## config.mk

```make
export PLATFORM = sky130hd
export DESIGN_NAME = spi_link
export DESIGN_NICKNAME = d
export VERILOG_FILES = /design/src/logic/trs_pkg.sv /design/src/logic/spi_link.sv
export SDC_FILE = /design/constraint.sdc
export NUM_CORES = 1
export LEC_CHECK = 0
export ABC_AREA = 1
export BUFFER_PORTS_ARGS = -buffer_cell sky130_fd_sc_hd__buf_2
export CAP_MARGIN = 20
export CELL_PAD_IN_SITES_DETAIL_PLACEMENT = 0
export CELL_PAD_IN_SITES_GLOBAL_PLACEMENT = 2
export CORE_MARGIN = 4
export CORE_UTILIZATION = 34
export CTS_BUF_LIST = sky130_fd_sc_hd__clkbuf_16
export DETAILED_ROUTE_END_ITERATION = 8
export GPL_TIMING_DRIVEN = 1
export HOLD_SLACK_MARGIN = 0.08
export PLACE_DENSITY = 0.8
export RECOVER_POWER = 25
export SYNTH_ARGS = -nofsm -noshare
export SYNTH_HDL_FRONTEND = slang
export SYNTH_SLANG_ARGS = --single-unit
```

## constraint.sdc

```tcl
create_clock -name clk -period 1.4 [get_ports clk]
set_input_delay 0.28 -clock clk [delete_from_list [all_inputs] [get_ports clk]]
set_output_delay 0.28 -clock clk [all_outputs]
set_load 0.1 [all_outputs]
```

## src/logic/trs_pkg.sv

```systemverilog
`default_nettype none

package trs_pkg;

  typedef logic [7:0]  byte_t;   // rx byte, parameter or reply
  typedef logic [23:0] color_t;  // {red, green, blue}

  localparam int MEM_ADDR_W = 10;  // upper address bits ignored, addresses alias
  typedef logic [MEM_ADDR_W-1:0] mem_addr_t;

  // command codes seen on the spi link
  typedef enum logic [7:0] {
    CMD_GET_COOKIE       = 8'd0,
    CMD_BRAM_POKE        = 8'd1,
    CMD_BRAM_PEEK        = 8'd2,
    CMD_GET_VERSION      = 8'd15,
    CMD_SET_SCREEN_COLOR = 8'd17
  } cmd_t;

  localparam int MAX_PARAMS = 3;   // parameter slots p0..p2
  typedef logic [1:0] param_cnt_t;

  localparam byte_t      COOKIE        = 8'haf;
  localparam logic [2:0] VERSION_MAJOR = 3'd0;  // top 3 bits of version reply
  localparam logic [4:0] VERSION_MINOR = 5'd3;  // low 5 bits
  localparam color_t     COLOR_RESET   = 24'hffffff;  // white

  typedef enum logic {
    PARSE_IDLE,    // waiting for command byte
    PARSE_PARAMS   // collecting parameters
  } parse_state_t;

  // true for the command codes this chip acts on
  function automatic logic cmd_is_known(byte_t code);
    return code inside {CMD_GET_COOKIE, CMD_BRAM_POKE, CMD_BRAM_PEEK,
                        CMD_GET_VERSION, CMD_SET_SCREEN_COLOR};
  endfunction

  // parameter bytes following each command byte
  function automatic param_cnt_t cmd_param_cnt(byte_t code);
    case (code)
      CMD_BRAM_POKE:        return 2'd3;  // addr lo, addr hi, data
      CMD_SET_SCREEN_COLOR: return 2'd3;  // r, g, b
      CMD_BRAM_PEEK:        return 2'd2;  // addr lo, addr hi
      default:              return 2'd0;  // queries
    endcase
  endfunction

endpackage

`default_nettype wire

```

## src/logic/spi_link.sv

```systemverilog
`default_nettype none

module spi_link (
  input  wire logic           clk,
  input  wire logic           rst_n,
  input  wire logic           sck,
  input  wire logic           mosi,
  input  wire logic           cs_n,
  output logic                miso,
  output trs_pkg::byte_t      rx_byte,
  output logic                rx_valid,
  output logic                msg_start,
  input  wire trs_pkg::byte_t reply_byte,
  input  wire logic           reply_valid,
  output logic                reply_pending
);

  logic [2:0]     sck_q;     // 2-flop sync + edge flop
  logic [2:0]     cs_q;
  logic [1:0]     mosi_q;
  logic           sck_rise;
  logic           sck_fall;
  logic           cs_fall;
  logic           cs_rise;
  logic           cs_active;
  logic [2:0]     bit_cnt;   // bits of current byte
  trs_pkg::byte_t rx_sr;     // mosi shift, msb first
  logic           byte_done; // 8th bit in, not suppressed
  trs_pkg::byte_t tx_sr;     // reply shift, msb on miso
  logic [2:0]     tx_rises;  // sck rises since load

  // pin synchronisers
  always_ff @(posedge clk) begin
    if (!rst_n) begin
      sck_q  <= '0;
      cs_q   <= '1;  // deselected
      mosi_q <= '0;
    end else begin
      sck_q  <= {sck_q[1:0], sck};
      cs_q   <= {cs_q[1:0], cs_n};
      mosi_q <= {mosi_q[0], mosi};
    end
  end

  assign sck_rise  = (sck_q[2:1] == 2'b01);
  assign sck_fall  = (sck_q[2:1] == 2'b10);
  assign cs_fall   = (cs_q[2:1] == 2'b10);
  assign cs_rise   = (cs_q[2:1] == 2'b01);
  assign cs_active = ~cs_q[1];

  // receive side
  always_ff @(posedge clk) begin
    if (!rst_n) begin
      bit_cnt   <= '0;
      byte_done <= 1'b0;
    end else begin
      // byte clocked under a reply is dropped here
      byte_done <= cs_active && sck_rise && (bit_cnt == 3'd7) && !reply_pending;
      if (!cs_active)
        bit_cnt <= '0;  // resync on every message
      else if (sck_rise)
        bit_cnt <= bit_cnt + 3'd1;
    end
  end

  always_ff @(posedge clk) begin
    if (cs_active && sck_rise)
      rx_sr <= {rx_sr[6:0], mosi_q[1]};
    if (byte_done)
      rx_byte <= rx_sr;  // stable alongside rx_valid
  end

  always_ff @(posedge clk) begin
    if (!rst_n) begin
      rx_valid  <= 1'b0;
      msg_start <= 1'b0;
    end else begin
      rx_valid  <= byte_done;
      msg_start <= cs_fall;  // parser back to idle
    end
  end

  // transmit side
  always_ff @(posedge clk) begin
    if (!rst_n) begin
      tx_sr         <= '0;
      tx_rises      <= '0;
      reply_pending <= 1'b0;
    end else if (reply_valid) begin
      tx_sr         <= reply_byte;  // bit 7 out at once
      tx_rises      <= '0;
      reply_pending <= 1'b1;
    end else if (cs_rise) begin
      reply_pending <= 1'b0;  // host gave up on the reply
    end else if (reply_pending) begin
      if (sck_rise) begin
        tx_rises <= tx_rises + 3'd1;
        if (tx_rises == 3'd7)
          reply_pending <= 1'b0;  // 8th bit sampled by host
      end
      // first fall after load belongs to no bit yet
      if (sck_fall && tx_rises != 3'd0)
        tx_sr <= {tx_sr[6:0], 1'b0};
    end
  end

  assign miso = ~cs_n & tx_sr[7];  // low while deselected

endmodule

`default_nettype wire

```

==> qor.csv, run 1 <==
metric,value,unit
Worst path max stage delay,0.42,ns
most used flip-flop cell after synthesis,dfxtp_1,
"delay-heaviest family, CP",buffers and inverters,
Final Critical Period,1.32,ns
Sequential cell area,0.00100,mm²
Routed Antenna Nets,0,
detailed-route DRC error count,0,
Post-Syn Instances,156,
Post-synth top cells,"nand2_1, dfxtp_1, edfxtp_1, inv_1, a21oi_1",
ant diodes,0,
CTS Buffer Depth,2,
clock sink count,42,
flop and latch count out of synthesis,42,
Multi-input gate area,482,µm²
final wirelength,2.60,mm
"top cells by area, synth","dfxtp_1, edfxtp_1, nand2_1, a21oi_1, ha_1",
Post-DP HPWL,1.80,mm
Worst Path Arrival,1.04,ns
Final Setup Violations,0,
GRT overflow,0,
FMAX,760,MHz
worst-path cell chain,buf_2,
Reg power frac,50.3,%
Min Hold Slack,0.177,ns
VDD IR max,0.476,mV
clock network power share,44.0,%
TritonCTS clock tree,done,
# rows,24,
worst-path maximum fanout,2,
# IOs,26,
initial antenna violation count,0,
Filler cells,435,
WP buf/inv,1,
clk_lat worst skew,0.28,ns
sw frac,22.4,%
CP required,1.12,ns
Synth Cell Area,0.00158,mm²
Max Cap Viol,0,
"Seq/Total Area, Yosys",63.4,%
starting density of the core,35.8,%
"EDFF count, synth",16,
pin count of the biggest net entering global routing,18,
core area,0.00441,mm²
period utilisation layout,94.0,%
RSZ-0062 raised after global routing,false,
status,completed,
average size of a mapped cell,10.1,µm²
Die Ht,76.2,µm
Inserted Clock Buffers,5,
Setup CP Type,reg2out,
Startpoint Class,flip-flop,
post-synth cell types,22,
Max Slew Vio Count,0,
most frequent cell after synthesis,nand2_1,
layout cell share with drive strength beyond 1,24.6,%
Placer Congestion,0.763,
combinational fraction of design power,5.7,%
First-pass DRT Iterations,4,
syn_nets,175,
Area Growth Syn to Fin,21.9,%
Synth area leader,dfxtp_1,
slowest cell on the critical path,buf_2,
vias,1076,
endpoint class of the critical path,primary output,
via-per-instance ratio,4.50,
Die W,76.2,µm
P_int,2.00,mW
top cell type's share of synthesized area,33.0,%
Hold Buf Count CTS,0,
clock root buffer,clkbuf_16,
switching power,0.580,mW
asr flop ratio synth,0,%
power density over the cells,1340,mW/mm²
Syn. warnings,0,
Final Hold Vio Count,0,
total power,2.58,mW
DRT iter0 DRCs,73,
H-tree levels,2,
die area,0.00580,mm²
slew of the pin with the lowest slew margin,0.488,ns
"Reg clk slew, reported paths",0.06,ns
Post-CTS Setup Bufs,0,
Post-CTS Resized,0,
count of input and output buffers,25,
vias in the first global route,1020,
Avg WL per Cell,10.9,µm
first-pass GRT wire length,4.30,mm
Hold WC Path Type,in2reg,
# nets final,205,
Worst Skew,0.00281,ns
leakage,0.853,nW
total track usage,9.35,%
relative slew slack,67.7,%
power groups by stage:
stage	Combinational (mW)	Clock (mW)	Sequential, mW
2_1_floorplan	0.0888	0	1.34
3_3_place_gp	0.145	0	1.33
3_5_place_dp	0.147	0	1.33
4_1_cts	0.148	1.19	1.30
5_1_grt	0.161	1.23	1.30
6_report	0.146	1.14	1.30
final cells by class:
cell class,count,share of cell area [%]
well taps,52,3.38
inverters,18,3.64
multi-input cells,92,25.0
flip-flops and latches,42,52.2
clock buffers,5,6.50
clock inverters,3,1.30
repair buffers,27,7.99
sequential cells by signal, indices dropped and copies added (netlist names), 2 cells and up:
signal / count
bit_cnt: 3
mosi_q: 2
tx_rises: 3
rx_sr: 8
tx_sr: 8
sck_q: 3
cs_q: 3
rx_byte: 8
path summary, 6_finish.rpt:
| path | start | to | cells after the start | slack, ns |
|---|---|---|---|---|
| hold / removal | sck | sck_q[0] | 3 | 0.18 |
| setup / recovery | reply_pending | reply_pending | 1 | 0.08 |
| hold reg to reg | rx_sr[7] | rx_byte[7] | 0 | 0.42 |
| setup reg to reg | tx_rises[0] | tx_sr[6] | 9 | 0.15 |
per-layer routing:
metal	vias to the layer above	GRT usage (%)	wire length (µm)
li1	558	-	-
met1	474	10.6	1160
met2	35	14.3	1180
met3	9	3.90	183
met4	0	6.29	77
met5	-	0	0
per-stage QoR:
| step | TNS (ns) | area, µm² | setup WS [ns] | util (%) | cells |
|---|---|---|---|---|---|
| final | 0 | 1930 | 0.0840 | 43.6 | 239 |
| after global routing | 0 | 1930 | 0.0552 | 43.6 | 239 |
| after CTS | 0 | 1930 | 0.0676 | 43.7 | 239 |
| after detailed placement | 0 | 1780 | 0.154 | 40.2 | 231 |
| after global placement | 0 | 1780 | 0.196 | 40.2 | 231 |
| after floorplan | -0.00442 | 1590 | -0.00442 | - | 156 |
cell usage in the layout (no fill, tap or decap), drive strengths merged:
| cell | Yosys | routed |
|---|---|---|
| edfxtp | 16 | 16 |
| clkinvlp | 0 | 1 |
| dfxtp | 26 | 26 |
| inv | 18 | 19 |
| buf | 4 | 26 |
| a21oi | 15 | 15 |
| ha | 5 | 5 |
| nand2 | 48 | 48 |
| o21ai | 3 | 3 |
| nor2 | 9 | 9 |
| or2 | 2 | 2 |
| nor3b | 1 | 1 |
| clkbuf | 0 | 6 |
| clkinv | 0 | 1 |
| nand3 | 9 | 9 |
logic make-up after synthesis:
| logic type | after synthesis | synth area share (%) |
|---|---|---|
| AND/OR/NAND/NOR | 69 | 19.7 |
| flip-flops | 42 | 63.4 |
| AO/OA/AOI/OAI | 18 | 6.66 |
| buffers and inverters | 22 | 6.26 |
| adder cells (fa/ha/maj) | 5 | 3.96 |
Power figures use the tool's default switching activity.
==> run 2, diff against run 1 <==
--- a/config.mk
+++ b/config.mk
@@ -10,12 +10,12 @@
 export CAP_MARGIN = 20
 export CELL_PAD_IN_SITES_DETAIL_PLACEMENT = 0
 export CELL_PAD_IN_SITES_GLOBAL_PLACEMENT = 2
-export CORE_MARGIN = 4
 export CORE_UTILIZATION = 34
 export CTS_BUF_LIST = sky130_fd_sc_hd__clkbuf_16
 export DETAILED_ROUTE_END_ITERATION = 8
 export GPL_TIMING_DRIVEN = 1
 export HOLD_SLACK_MARGIN = 0.08
+export MAX_ROUTING_LAYER = met4
 export PLACE_DENSITY = 0.8
 export RECOVER_POWER = 25
 export SYNTH_ARGS = -nofsm -noshare
==> run 2 against run 1 <==
Combinational power hardly changed. Wire length decreased by 4.3%. Clock power about the same. Utilization unchanged. Sequential share of layout area is the same. Register-to-register slack is essentially flat. Critical endpoint unchanged.
==> qor.csv, run 2 (same netlist as run 1, synthesis figures left out) <==
metric,value,unit,change
starting density of the core,35.8,%,unchanged
worst-path cell chain,buf_2,,
initial antenna violation count,0,,unchanged
Min Hold Slack,0.172,ns,-0.00492 ns
DRT iter0 DRCs,46,,-37%
first-pass GRT wire length,4.44,mm,+3.4%
layout cell share with drive strength beyond 1,24.6,%,unchanged
status,completed,,
H-tree levels,2,,unchanged
most frequent cells in the layout,"nand2_1, dfxtp_1, buf_2",,
Die W,70.2,µm,-7.9%
Inserted Clock Buffers,5,,unchanged
Routed Antenna Nets,0,,unchanged
Hold Buf Count CTS,0,,unchanged
Post-DP HPWL,1.79,mm,-0.82%
total track usage,12.1,%,+2.7 points
WP buf/inv,1,,unchanged
Final Critical Period,1.32,ns,+0.00778 ns
"delay-heaviest family, CP",buffers and inverters,,
# nets final,205,,unchanged
Max Slew Vio Count,0,,unchanged
Post-CTS Setup Bufs,0,,unchanged
Final Hold Vio Count,0,,unchanged
final wirelength,2.49,mm,-4.3%
Worst path max stage delay,0.42,ns,about the same
dpl cells,231,,unchanged
clk_lat worst skew,0.28,ns,about the same
leakage,0.853,nW,unchanged
Worst R2R Path Depth,9,,unchanged
Die Ht,70.2,µm,-7.9%
period utilisation layout,94.6,%,+0.56 points
count of input and output buffers,25,,unchanged
pin count of the biggest net entering global routing,18,,unchanged
CTS Buffer Depth,2,,unchanged
Max Cap Viol,0,,unchanged
Filler cells,427,,-1.8%
"most common cell after layout, fill and taps aside",nand2_1,,
FMAX,755,MHz,-0.59%
"Reg clk slew, reported paths",0.06,ns,about the same
Startpoint Class,flip-flop,,
vias in the first global route,1045,,+2.5%
# rows,24,,unchanged
core area,0.00441,mm²,unchanged
Avg WL per Cell,10.4,µm,-4.3%
RSZ-0062 raised after global routing,false,,
slew of the pin with the lowest slew margin,0.487,ns,-0.00116 ns
Placer Congestion,0.780,,+2.2%
TritonCTS clock tree,done,,
vias,1064,,-1.1%
Setup CP Type,reg2out,,
Worst Skew,0.00302,ns,+0.000204 ns
final core occ,43.6,%,unchanged
Worst Path Arrival,1.04,ns,about the same
power density over the cells,1350,mW/mm²,+0.49%
Area Growth Syn to Fin,21.9,%,unchanged
Post-CTS Resized,0,,unchanged
clock sink count,42,,unchanged
worst-path maximum fanout,2,,unchanged
detailed-route DRC error count,0,,unchanged
Crit path depth,1,,unchanged
slowest cell on the critical path,buf_2,,
biggest regs,"rx_byte: 8 flops, rx_sr: 8 flops, tx_sr: 8 flops",,
"non-filler cells, final",239,,unchanged
CP required,1.12,ns,about the same
Worst Hold Depth,3,,unchanged
ant diodes,0,,unchanged
relative slew slack,67.8,%,+0.076 points
Final Setup Violations,0,,unchanged
GRT overflow,0,,unchanged
clock root buffer,clkbuf_16,,
First-pass DRT Iterations,4,,unchanged
endpoint class of the critical path,primary output,,
Hold WC Path Type,in2reg,,
via-per-instance ratio,4.45,,-1.1%
minimum setup slack among reg-to-reg paths,0.15,ns,about the same
VDD IR max,0.423,mV,-11%
die area,0.00492,mm²,-15%
# IOs,26,,unchanged
## run 2: through the flow
stage	instance area [µm²]	total power, mW	setup TNS, ns	setup slack [ns]
final	1930	2.60	0	0.0762
after global routing	1930	2.70	0	0.00108
after CTS	1930	2.63	0	0.0652
after detailed placement	1780	1.47	0	0.142
after global placement	1780	1.47	0	0.197
after floorplan	1590	1.43	-0.00442	-0.00442
## run 2: area by class of cell
cell class / instances / area, µm² / share of cell area, %
Sequential cell: 42 / 1000 / 52.2
Multi-Input combinational cell: 92 / 482 / 25.0
Timing Repair Buffer: 27 / 154 / 7.99
Clock buffer: 5 / 125 / 6.50
Inverter: 18 / 70.1 / 3.64
Tap cell: 52 / 65.1 / 3.38
Clock inverter: 3 / 25.0 / 1.30
## run 2: path summary, 6_finish.rpt
path,endpoint,start
setup / recovery,reply_pending,reply_pending
hold / removal,sck_q[0],sck
setup reg to reg,tx_sr[2],tx_rises[0]
hold reg to reg,rx_sr[0],mosi_q[1]
## run 2: per-layer routing
layer,GRT usage [%],wire length (µm),vias to the layer above
met5,-,0,-
met4,8.00,48,0
met3,3.32,122,7
met2,19.2,1180,26
met1,13.1,1140,471
li1,-,-,560
## run 2: worst register-to-register path, cell delays in order (launching register included)
cell	delay (ns)
dfxtp_1	0.34
inv_1	0.07
ha_1	0.19
inv_1	0.05
nor2_1	0.05
nor2_4	0.10
nand2_4	0.10
nand2_4	0.11
nand2_1	0.05
a21oi_1	0.13
## run 2: report_power, final
group	total, mW	internal [mW]	switching [mW]
clock network	1.15	0.669	0.484
logic	0.145	0.0490	0.0960
registers	1.30	1.29	0.0129
total	2.60	2.00	0.592
