### src/logic/trs_pkg.sv
`default_nettype none

package trs_pkg;

  typedef logic [7:0]  byte_t;   // rx byte, parameter or reply
  typedef logic [23:0] color_t;  // {red, green, blue}

  localparam int MEM_ADDR_W = 10;  // upper address bits ignored, addresses alias
  typedef logic [MEM_ADDR_W-1:0] mem_addr_t;

  // command codes seen on the spi link
  typedef enum logic [7:0] {
    CMD_GET_COOKIE       = 8'd0,
    CMD_BRAM_POKE        = 8'd1,
    CMD_BRAM_PEEK        = 8'd2,
    CMD_GET_VERSION      = 8'd15,
    CMD_SET_SCREEN_COLOR = 8'd17
  } cmd_t;

  localparam int MAX_PARAMS = 3;   // parameter slots p0..p2
  typedef logic [1:0] param_cnt_t;

  localparam byte_t      COOKIE        = 8'haf;
  localparam logic [2:0] VERSION_MAJOR = 3'd0;  // top 3 bits of version reply
  localparam logic [4:0] VERSION_MINOR = 5'd3;  // low 5 bits
  localparam color_t     COLOR_RESET   = 24'hffffff;  // white

  typedef enum logic {
    PARSE_IDLE,    // waiting for command byte
    PARSE_PARAMS   // collecting parameters
  } parse_state_t;

  // true for the command codes this chip acts on
  function automatic logic cmd_is_known(byte_t code);
    return code inside {CMD_GET_COOKIE, CMD_BRAM_POKE, CMD_BRAM_PEEK,
                        CMD_GET_VERSION, CMD_SET_SCREEN_COLOR};
  endfunction

  // parameter bytes following each command byte
  function automatic param_cnt_t cmd_param_cnt(byte_t code);
    case (code)
      CMD_BRAM_POKE:        return 2'd3;  // addr lo, addr hi, data
      CMD_SET_SCREEN_COLOR: return 2'd3;  // r, g, b
      CMD_BRAM_PEEK:        return 2'd2;  // addr lo, addr hi
      default:              return 2'd0;  // queries
    endcase
  endfunction

endpackage

`default_nettype wire

### src/logic/cmd_parser.sv
`default_nettype none

module cmd_parser (
  input  wire logic           clk,
  input  wire logic           rst_n,
  input  wire trs_pkg::byte_t rx_byte,
  input  wire logic           rx_valid,
  input  wire logic           msg_start,
  output logic                action,
  output trs_pkg::cmd_t       cmd,
  output trs_pkg::byte_t      p0,
  output trs_pkg::byte_t      p1,
  output trs_pkg::byte_t      p2
);

  trs_pkg::parse_state_t state;
  trs_pkg::param_cnt_t   remaining;  // params still to read
  trs_pkg::param_cnt_t   slot;       // next param slot
  trs_pkg::byte_t        params [trs_pkg::MAX_PARAMS];
  logic                  known;
  trs_pkg::param_cnt_t   n_params;

  // decode of the incoming byte as a command
  assign known    = trs_pkg::cmd_is_known(rx_byte);
  assign n_params = trs_pkg::cmd_param_cnt(rx_byte);

  // control path
  always_ff @(posedge clk) begin
    if (!rst_n) begin
      state     <= trs_pkg::PARSE_IDLE;
      action    <= 1'b0;
      remaining <= '0;
      slot      <= '0;
    end else begin
      action <= 1'b0;  // single-cycle strobe
      if (msg_start) begin
        state <= trs_pkg::PARSE_IDLE;  // drop partial command
      end else if (rx_valid) begin
        case (state)
          trs_pkg::PARSE_IDLE: begin
            slot      <= '0;
            remaining <= n_params;
            if (known) begin
              if (n_params == 2'd0)
                action <= 1'b1;  // query, fire now
              else
                state <= trs_pkg::PARSE_PARAMS;
            end
            // unknown code, stay idle
          end
          trs_pkg::PARSE_PARAMS: begin
            slot <= slot + 2'd1;
            if (remaining == 2'd1) begin
              action <= 1'b1;  // last param in
              state  <= trs_pkg::PARSE_IDLE;
            end else begin
              remaining <= remaining - 2'd1;
            end
          end
          default: state <= trs_pkg::PARSE_IDLE;
        endcase
      end
    end
  end

  // command and parameter capture
  always_ff @(posedge clk) begin
    if (rx_valid && !msg_start) begin
      if (state == trs_pkg::PARSE_IDLE && known)
        cmd <= trs_pkg::cmd_t'(rx_byte);
      if (state == trs_pkg::PARSE_PARAMS)
        params[slot] <= rx_byte;  // p0, p1, p2 in order
    end
  end

  assign p0 = params[0];  // addr lo / red
  assign p1 = params[1];  // addr hi / green
  assign p2 = params[2];  // data / blue

endmodule

`default_nettype wire

### config.mk
export PLATFORM = sky130hd
export DESIGN_NAME = cmd_parser
export DESIGN_NICKNAME = d
export VERILOG_FILES = /design/src/logic/trs_pkg.sv /design/src/logic/cmd_parser.sv
export SDC_FILE = /design/constraint.sdc
export NUM_CORES = 1
export LEC_CHECK = 0
export BUFFER_PORTS_ARGS = -buffer_cell sky130_fd_sc_hd__buf_4
export CORE_MARGIN = 2
export CORE_UTILIZATION = 46
export CTS_BUF_LIST = sky130_fd_sc_hd__clkbuf_4
export CTS_CLUSTER_DIAMETER = 200
export DETAILED_ROUTE_END_ITERATION = 6
export HOLD_SLACK_MARGIN = 0.08
export PLACE_DENSITY = 0.84
export SETUP_SLACK_MARGIN = 0.3
export SLEW_MARGIN = 20
export SYNTH_ARGS = -nofsm -noshare
export SYNTH_HDL_FRONTEND = slang
export SYNTH_SLANG_ARGS = --single-unit
### constraint.sdc
create_clock -name clk -period 1.4 [get_ports clk]
set_input_delay 0.21 -clock clk [delete_from_list [all_inputs] [get_ports clk]]
set_output_delay 0.21 -clock clk [all_outputs]
set_load 0.05 [all_outputs]
==> results of run 1 <==
layout make-up:
| cell class | count | area share, % |
|---|---|---|
| flip-flops and latches | 38 | 50.0 |
| repair buffers | 57 | 26.3 |
| multi-input cells | 42 | 17.3 |
| well taps | 33 | 1.89 |
| clock inverters | 3 | 1.83 |
| clock buffers | 5 | 1.72 |
| inverters | 4 | 0.916 |
metrics by stage:
| stage | worst slack (ns) | hold slack (ns) | utilization [%] | power [mW] |
|---|---|---|---|---|
| after floorplan | 0.200 | 0.309 | - | 1.29 |
| after global placement | 0.111 | 0.433 | 59.7 | 1.34 |
| after detailed placement | 0.0385 | 0.437 | 59.7 | 1.34 |
| after CTS | 0.225 | 0.0801 | 70.0 | 2.08 |
| after global routing | 0.194 | 0.0797 | 73.4 | 2.16 |
| final | 0.252 | 0.0981 | 73.4 | 2.07 |
worst max-delay path, cell delays in order, from the launching register on:
cell and delay (ns):
dfxtp_4 0.39, nor4_4 0.18, and3_4 0.30
cells by family (layout without fill, tap and decap cells):
group,count (synthesis),count (layout),share of synthesized area [%]
buffers and inverters,5,69,1.88
AO/OA/AOI/OAI,13,13,5.73
AND/OR/NAND/NOR,25,25,11.5
adder cells (fa/ha/maj),4,4,3.58
flip-flops,38,38,77.4
final timing paths:
path	from	endpoint	slack, ns	cells past startpoint
setup reg to reg	state	cmd[7]	0.25	2
hold / removal	rx_byte[0]	params[0][0]	0.1	1
setup / recovery	state	cmd[7]	0.25	2
hold reg to reg	slot[1]	slot[1]	0.53	2
power by group through the flow:
stage	sequential [mW]	combinational, mW	clock (mW)
detailed placement	1.26	0.0888	0
CTS	1.23	0.106	0.740
global placement	1.26	0.0838	0
floorplan	1.26	0.0296	0
global route	1.23	0.130	0.797
finish	1.23	0.120	0.719
what timing repair did:
item                                    in CTS  in global routing
endpoints found under the setup margin      68                 67
gates resized for setup                     47                 19
cloned                                       0                  0
hold buffers                                 3                  2
hold endpoints to repair                    12                  5
pin swaps                                    2                  9
buffers inserted                             6                  0
Yosys cell counts, drive strengths merged (2+ instances only):
cell | n | area [um2]
and2 | 2 | 13.8
nor2 | 5 | 18.8
and3 | 4 | 30.0
o21ai | 7 | 35.0
edfxtp | 32 | 961
nand3 | 2 | 15.0
dfxtp | 6 | 120
nand2 | 6 | 22.5
inv | 4 | 15.0
ha | 4 | 50.1
state kept, by name, summed over array words and instances, names as in the netlist:
register	count
slot	2
action	1
params	24
state	1
remaining	2
cmd	8
placed cells by master (no fill, tap or decap), types with 2 or more instances in the layout:
cell type / instances
buf_4: 16
o21ai_0: 4
dfxtp_4: 2
inv_4: 2
ha_4: 4
and3_4: 4
dfxtp_2: 3
edfxtp_1: 32
dlygate4sd3_1: 5
nand2_1: 6
buf_6: 36
clkinv_2: 2
o21ai_2: 2
nor2_1: 4
clkbuf_4: 5
metal layers:
layer	part of all wire (%)	vias up
met5	0	-
met1	41	448
met2	53	33
met4	0.98	0
li1	-	442
met3	5.1	3
==> flow_summary_export.csv, run 1 <==
group,metric,value,unit
outcome,status,"completed",
power_and_ir_drop,p_leak,0.832,nW
cts,cts_root_buf,"clkbuf_4",
global_routing,use_met1,20.6,%
drt,first_pass_iters,6,
yosys,ys_seq_elements,38,
global_routing,grt_pass1_vias,896,
drt,routedWlPerCell,16.8,um
finish,fin_nets,164,
cts,clkSinkCount,38,
yosys,synth_edf_count,32,
finish,drive_gt1_share,55.7,%
floorplan,coreArea,2980,um2
place,gp_congestion,0.776,
floorplan,ios,45,
global_routing,grt_overflow,0,
finish,finalNonFillerCells,182,
setup_path,cp-end-kind,"flop",
finish,register_area,1090,um2
global_routing,met3_usage,6.33,%
global_routing,grt_max_degree,13,
power_and_ir_drop,p_int,1.65,mW
global_routing,antenna_found_initial,0,
drt,vias,926,
yosys,netlist_area,1400,um2
floorplan,num_rows,20,
finish,multi_input_area,379,um2
yosys,synth-main-ff-cell,"edfxtp_1",
finish,final_area,2190,um2
drt,drt_iter0_drc,25,
sta,rsz0062_at_grt,"yes",
yosys,yosysWarningCount,0,
floorplan,start_util,46.9,%
sta,skew,0.00495,ns
power_and_ir_drop,pwr-share-clk,34.8,%
power_and_ir_drop,power_density,946,nW/um2
sta,post-route-min-period,1.15,ns
sta,tns,0,ns
finish,antennaDiodeCount,0,
cts,insertion_delay,0.33,ns
drt,post-route-drc-count,0,
yosys,ys_types,26,
place,dpl-instance-area,1780,um2
sta,slew-limit-headroom,82.3,%
power_and_ir_drop,ir_worst_vdd,0.000729,V
sta,maxSlewViolCount,0,
drt,routed_wl,3060,um
power_and_ir_drop,swShare,20.0,%
global_routing,grtUsageMet2,32.5,%
floorplan,die_x,59.1,um
sta,final-setup-viol-count,0,
yosys,syn_avg_cell_area,16.4,um2
cts,cts_buffer_depth,2,
power_and_ir_drop,pwr-share-comb,5.8,%
run,cap_violations,0,
yosys,synth_nets,101,
place,dp.cells,163,
cts,cts_htree_levels,2,
cts,cts_tree,"yes",
yosys,syn_inst,85,
floorplan,die_h,59.1,um
drt,ant_nets,0,
sta,fin_crit_sh,82.0,%
place,io_buffers,44,
finish,area_growth,56.4,%
finish,fill_cells,198,
setup_path,worst_ep_required_time,1.45,ns
setup_path,worstPathArrival,1.20,ns
setup_path,crit_type,"reg -> reg",
power_and_ir_drop,power_frac_seq,59.4,%
global_routing,grt_use_total,18.2,%
setup_path,worstPathMaxFanout,8,
sta,worst_pin_slew,0.262,ns
yosys,async_reset_ff_share,0,%
min_path,holdCritPathClass,"in -> reg",
power_and_ir_drop,net-switching-power,0.413,mW
global_routing,grt_pass1_wl,4490,um
global_routing,grt-busiest-layer,"met2",
sta,hold_violations,0,
drt,vias_per_cell,5.09,
yosys,yosysSeqAreaShare,77.4,%
cts,clkTransAtPathRegs,0.11,ns
floorplan,dieArea,3500,um2
cts,cts_buffers,5,
setup_path,cp-start-kind,"flop",
sta,fmax,871,MHz
No activity file was read; power rests on OpenSTA's default activity.
==> run 2: changes to the inputs <==
- clock period: 1.4 -> 1 ns (I/O delays scaled with it)
==> run 2 against run 1 <==
Compared with the run above:
- final cell count increased by 3.3%
- sequential power is 40% higher
- power grew 28%
- largest cell class unchanged
- first-iteration DRC count fell by 52%
- setup slack worse by 0.42 ns
- register-to-register slack got worse by 0.42 ns
- clock power is 3.8% higher
- combinational power is 52% higher
- the run now ends with negative setup slack left
- maximum frequency fell by 1.3%
- count of clock-buffer cells in the layout unchanged
==> flow_summary_export.csv, run 2 (synthesis results as in run 1) <==
group,metric,value,unit
global_routing,grt-busiest-layer,"met2",
sta,skew,0.00418,ns
setup_path,worst_ep_required_time,1.05,ns
sta,setup_ws,-0.164,ns
finish,reg.largest.list,"params x24, cmd x8",
sta,fmax,859,MHz
place,dp.cells,179,
finish,fin_nets,170,
finish,fill_cells,186,
global_routing,grt_use_total,19.4,%
global_routing,use_met1,19.0,%
drt,vias,964,
sta,hold_violations,0,
global_routing,grt_max_degree,13,
finish,finalNonFillerCells,188,
cts,cts_buffers,5,
floorplan,start_util,46.9,%
drt,routedWlPerCell,16.4,um
drt,drt_iter0_drc,12,
cts,cts_htree_levels,2,
sta,post-route-min-period,1.16,ns
sta,rsz0062_at_grt,"yes",
floorplan,die_x,59.1,um
cts,cts_buffer_depth,2,
sta,maxSlewViolCount,0,
finish,final_cell_mix,"edfxtp_1, buf_6, buf_4, nand2_1, clkbuf_4",
finish,area_growth,56.6,%
floorplan,dieArea,3500,um2
global_routing,grtUsageMet2,37.6,%
outcome,status,"finished, violations left",
drt,vias_per_cell,5.13,
sta,worst_pin_slew,0.291,ns
floorplan,num_rows,20,
finish,largest_register_ffs,24,
power_and_ir_drop,power_density,1210,nW/um2
run,cap_violations,0,
sta,fin_crit_sh,116,%
sta,tns,-5.88,ns
global_routing,met3_usage,6.11,%
place,dp_slack,-0.297,ns
setup_path,worstPathArrival,1.22,ns
setup_path,cp-end-kind,"flop",
cts,cts_tree,"yes",
floorplan,die_h,59.1,um
drt,ant_nets,0,
cts,cts_root_buf,"clkbuf_4",
min_path,holdCritPathClass,"in -> reg",
sta,holdWs,0.0298,ns
outcome,violations,"negative setup slack",
finish,antennaDiodeCount,0,
place,gp_congestion,0.766,
global_routing,antenna_found_initial,0,
place,io_buffers,44,
place,dp_hpwl,2140,um
drt,routed_wl,3080,um
global_routing,grt_pass1_wl,4750,um
cts,clkSinkCount,38,
power_and_ir_drop,ir_worst_vdd,0.000551,V
finish,largest_register,"params",
global_routing,grt_overflow,0,
drt,first_pass_iters,4,
cts,insertion_delay,0.34,ns
global_routing,grt_pass1_vias,1006,
power_and_ir_drop,p_leak,0.847,nW
drt,post-route-drc-count,0,
finish,final_area,2190,um2
setup_path,crit_type,"reg -> reg",
power_and_ir_drop,fin_total_pwr,2.64,mW
cts,clkTransAtPathRegs,0.11,ns
finish,drive_gt1_share,60.0,%
place,dpl-instance-area,1900,um2
sta,final-setup-viol-count,68,
setup_path,cp-start-kind,"flop",
sta,slew-limit-headroom,80.4,%
finish,postLayoutCoreUtil,73.5,%
floorplan,coreArea,2980,um2
setup_path,worstPathMaxFanout,8,
floorplan,ios,45,
==> run 2: cell count changes in the layout (fill, tap and decap cells not counted), sizes merged <==
cell / change
clkinvlp: +1
dlygate4sd3: -5
buf: +11
bufinv: -1
==> run 2: critical path, stage by stage, from the launching register on <==
cell     delay [ns]
dfxtp_4        0.38
nor4_4         0.20
and3_4         0.31
==> run 2: metal layers <==
metal	share of wire, %	vias up
met4	1.3	0
met5	0	-
met1	36	467
met3	5.4	6
li1	-	456
met2	57	35
==> run 2: cell type report <==
class                      instances  area, um2  area share (%)
clock buffer                       5       37.5            1.72
clock inverter                     3       16.3           0.743
tap                               33       41.3            1.89
sequential                        38       1100            50.1
timing repair buffer              63        601            27.4
multi-input combinational         42        377            17.2
inverter                           4       20.0           0.915
==> run 2: path summary, 6_finish.rpt <==
| path | startpoint | endpoint | slack [ns] | cells past startpoint |
|---|---|---|---|---|
| worst min-delay path | rx_byte[0] | params[0][0] | 0.03 | 1 |
| worst max-delay path | state | cmd[6] | -0.16 | 2 |
| worst max register to register | state | cmd[6] | -0.16 | 2 |
| worst min register to register | slot[1] | slot[1] | 0.52 | 2 |
==> run 2: what timing repair did <==
action                                 in CTS  in global routing
pin swaps                                  11                  4
setup endpoints to repair                  71                 71
buffers inserted                            1                  0
cloned                                      0                  0
gates resized for setup                    53                  8
endpoints found under the hold margin       9                  9
==> run 2: power breakdown <==
group | switching (mW) | internal [mW] | total [mW]
registers | 0.00575 | 1.71 | 1.72
clock network | 0.484 | 0.261 | 0.746
logic | 0.0857 | 0.0966 | 0.182
total | 0.576 | 2.07 | 2.64
==> run 3: changes to the inputs <==
- CTS_BUF_LIST: sky130_fd_sc_hd__clkbuf_4 -> sky130_fd_sc_hd__clkbuf_8
==> run 3 against run 2 <==
Compared with the run above:
- the flow still finishes with violations (negative setup slack)
- via count down 0.93%
- register-to-register slack gained 0.04 ns
- non-clock buffer count unchanged
- final cell count is the same
- combinational power about the same
- clock power up 31%
- die area did not move
- sequential power about the same
- flip-flop and latch count did not move
==> flow_summary_export.csv, run 3 (synthesis results as in run 1) <==
group,metric,value,unit
power_and_ir_drop,ir_worst_vdd,0.000733,V
floorplan,ios,45,
sta,slew-limit-headroom,81.3,%
power_and_ir_drop,p_leak,0.855,nW
global_routing,met3_usage,6.99,%
power_and_ir_drop,p_int,2.29,mW
sta,skew,0.00444,ns
run,cap_violations,0,
global_routing,grt_overflow,0,
floorplan,die_x,59.1,um
finish,final_cell_mix,"edfxtp_1, buf_6, buf_4, nand2_1",
drt,first_pass_iters,3,
cts,cts_buffer_depth,2,
global_routing,grt_max_degree,13,
power_and_ir_drop,swShare,20.6,%
min_path,holdCritPathClass,"in -> reg",
global_routing,grt_pass1_vias,1003,
finish,fin_nets,170,
power_and_ir_drop,power_frac_seq,59.7,%
power_and_ir_drop,net-switching-power,0.594,mW
sta,hold_violations,0,
cts,cts_buffers,5,
outcome,violations,"negative setup slack",
place,dp_hpwl,2140,um
sta,setup_ws,-0.126,ns
sta,fmax,888,MHz
sta,maxSlewViolCount,0,
finish,largest_register_ffs,24,
finish,reg.largest.list,"params x24, cmd x8",
floorplan,dieArea,3500,um2
sta,fin_crit_sh,113,%
global_routing,use_met1,20.2,%
setup_path,cp-start-kind,"flop",
global_routing,grt-busiest-layer,"met2",
drt,vias,955,
cts,hold_buffers,0,
setup_path,worst_ep_required_time,0.99,ns
place,dpl-instance-area,1900,um2
floorplan,num_rows,20,
sta,post-route-min-period,1.13,ns
global_routing,grtUsageMet2,36.8,%
finish,fill_cells,185,
setup_path,crit_type,"reg -> reg",
cts,clkTransAtPathRegs,0.07,ns
drt,routed_wl,3040,um
power_and_ir_drop,pwr-share-clk,33.9,%
cts,clkSinkCount,38,
drt,vias_per_cell,5.08,
drt,drt_iter0_drc,7,
sta,worst_pin_slew,0.277,ns
floorplan,start_util,46.9,%
floorplan,coreArea,2980,um2
place,io_buffers,44,
setup_path,worstPathMaxFanout,8,
drt,ant_nets,0,
finish,antennaDiodeCount,0,
power_and_ir_drop,power_density,1320,nW/um2
drt,post-route-drc-count,0,
finish,final_area,2190,um2
global_routing,grt_pass1_wl,4820,um
drt,routedWlPerCell,16.2,um
cts,cts_root_buf,"clkbuf_8",
outcome,status,"finished, violations left",
cts,cts_htree_levels,2,
power_and_ir_drop,pwr-share-comb,6.3,%
cts,cts_tree,"yes",
finish,postLayoutCoreUtil,73.4,%
sta,rsz0062_at_grt,"yes",
floorplan,die_h,59.1,um
sta,final-setup-viol-count,42,
global_routing,antenna_found_initial,0,
global_routing,grt_use_total,19.7,%
setup_path,worstPathArrival,1.11,ns
finish,largest_register,"params",
finish,area_growth,56.5,%
place,gp_congestion,0.766,
setup_path,cp-end-kind,"flop",
cts,insertion_delay,0.28,ns
finish,drive_gt1_share,59.4,%
-- run 3: cell count changes in the layout (fill, tap and decap cells not counted), moves of 2 or more --
cell / delta
inv_2: +2
inv_4: -2
clkbuf_8: +5
dfxtp_4: -2
clkbuf_4: -5
dfxtp_2: +2
ha_4: -2
-- run 3: final cells by class --
cell class	instances	area, um2	area share, %
clock buffer	5	68.8	3.15
clock inverter	3	16.3	0.744
inverter	4	15.0	0.686
multi-input combinational	42	354	16.2
sequential	38	1090	49.9
tap	33	41.3	1.89
timing repair buffer	63	601	27.5
-- run 3: critical path, stage by stage, from the launching register on --
cell and delay, ns:
dfxtp_4 0.36, nor4_4 0.17, and3_4 0.30
-- run 3: metal layers --
metal | wire length [um] | up-vias | part of all wire [%]
met5 | 0 | - | 0
met4 | 37 | 0 | 1.2
met3 | 153 | 4 | 5.0
met2 | 1700 | 36 | 56
met1 | 1150 | 461 | 38
li1 | - | 454 | -
-- run 3: final timing paths --
path	start	to	slack, ns	depth (start not counted)
max	state	cmd[6]	-0.13	2
min	rx_byte[0]	params[0][0]	0.09	1
max reg2reg	state	cmd[6]	-0.13	2
min reg2reg	slot[1]	slot[1]	0.48	2
-- run 3: power by group through the flow --
stage	clock network (mW)	logic, mW	registers, mW
after floorplan	0	0.0415	1.76
after global placement	0	0.159	1.76
after detailed placement	0	0.169	1.76
after CTS	0.991	0.179	1.72
after global routing	1.07	0.198	1.72
final	0.978	0.182	1.72
-- run 3: per-stage QoR --
stage / power (mW) / setup slack (ns) / setup TNS, ns / cells / hold slack, ns
2_1_floorplan: 1.80 / -0.200 / -2.95 / 85 / 0.249
3_3_place_gp: 1.92 / -0.208 / -6.29 / 179 / 0.369
3_5_place_dp: 1.93 / -0.297 / -7.77 / 179 / 0.380
4_1_cts: 2.89 / -0.131 / -3.77 / 188 / 0.0862
5_1_grt: 2.99 / -0.161 / -5.73 / 188 / 0.0783
6_report: 2.88 / -0.126 / -3.79 / 188 / 0.0941
-- run 3: repair_timing --
action                                  in CTS  in global routing
hold endpoints to repair                     0                  2
endpoints found under the setup margin      71                 71
setup buffers                                1                  0
pin swaps                                   11                  1
resized for setup                           51                  3
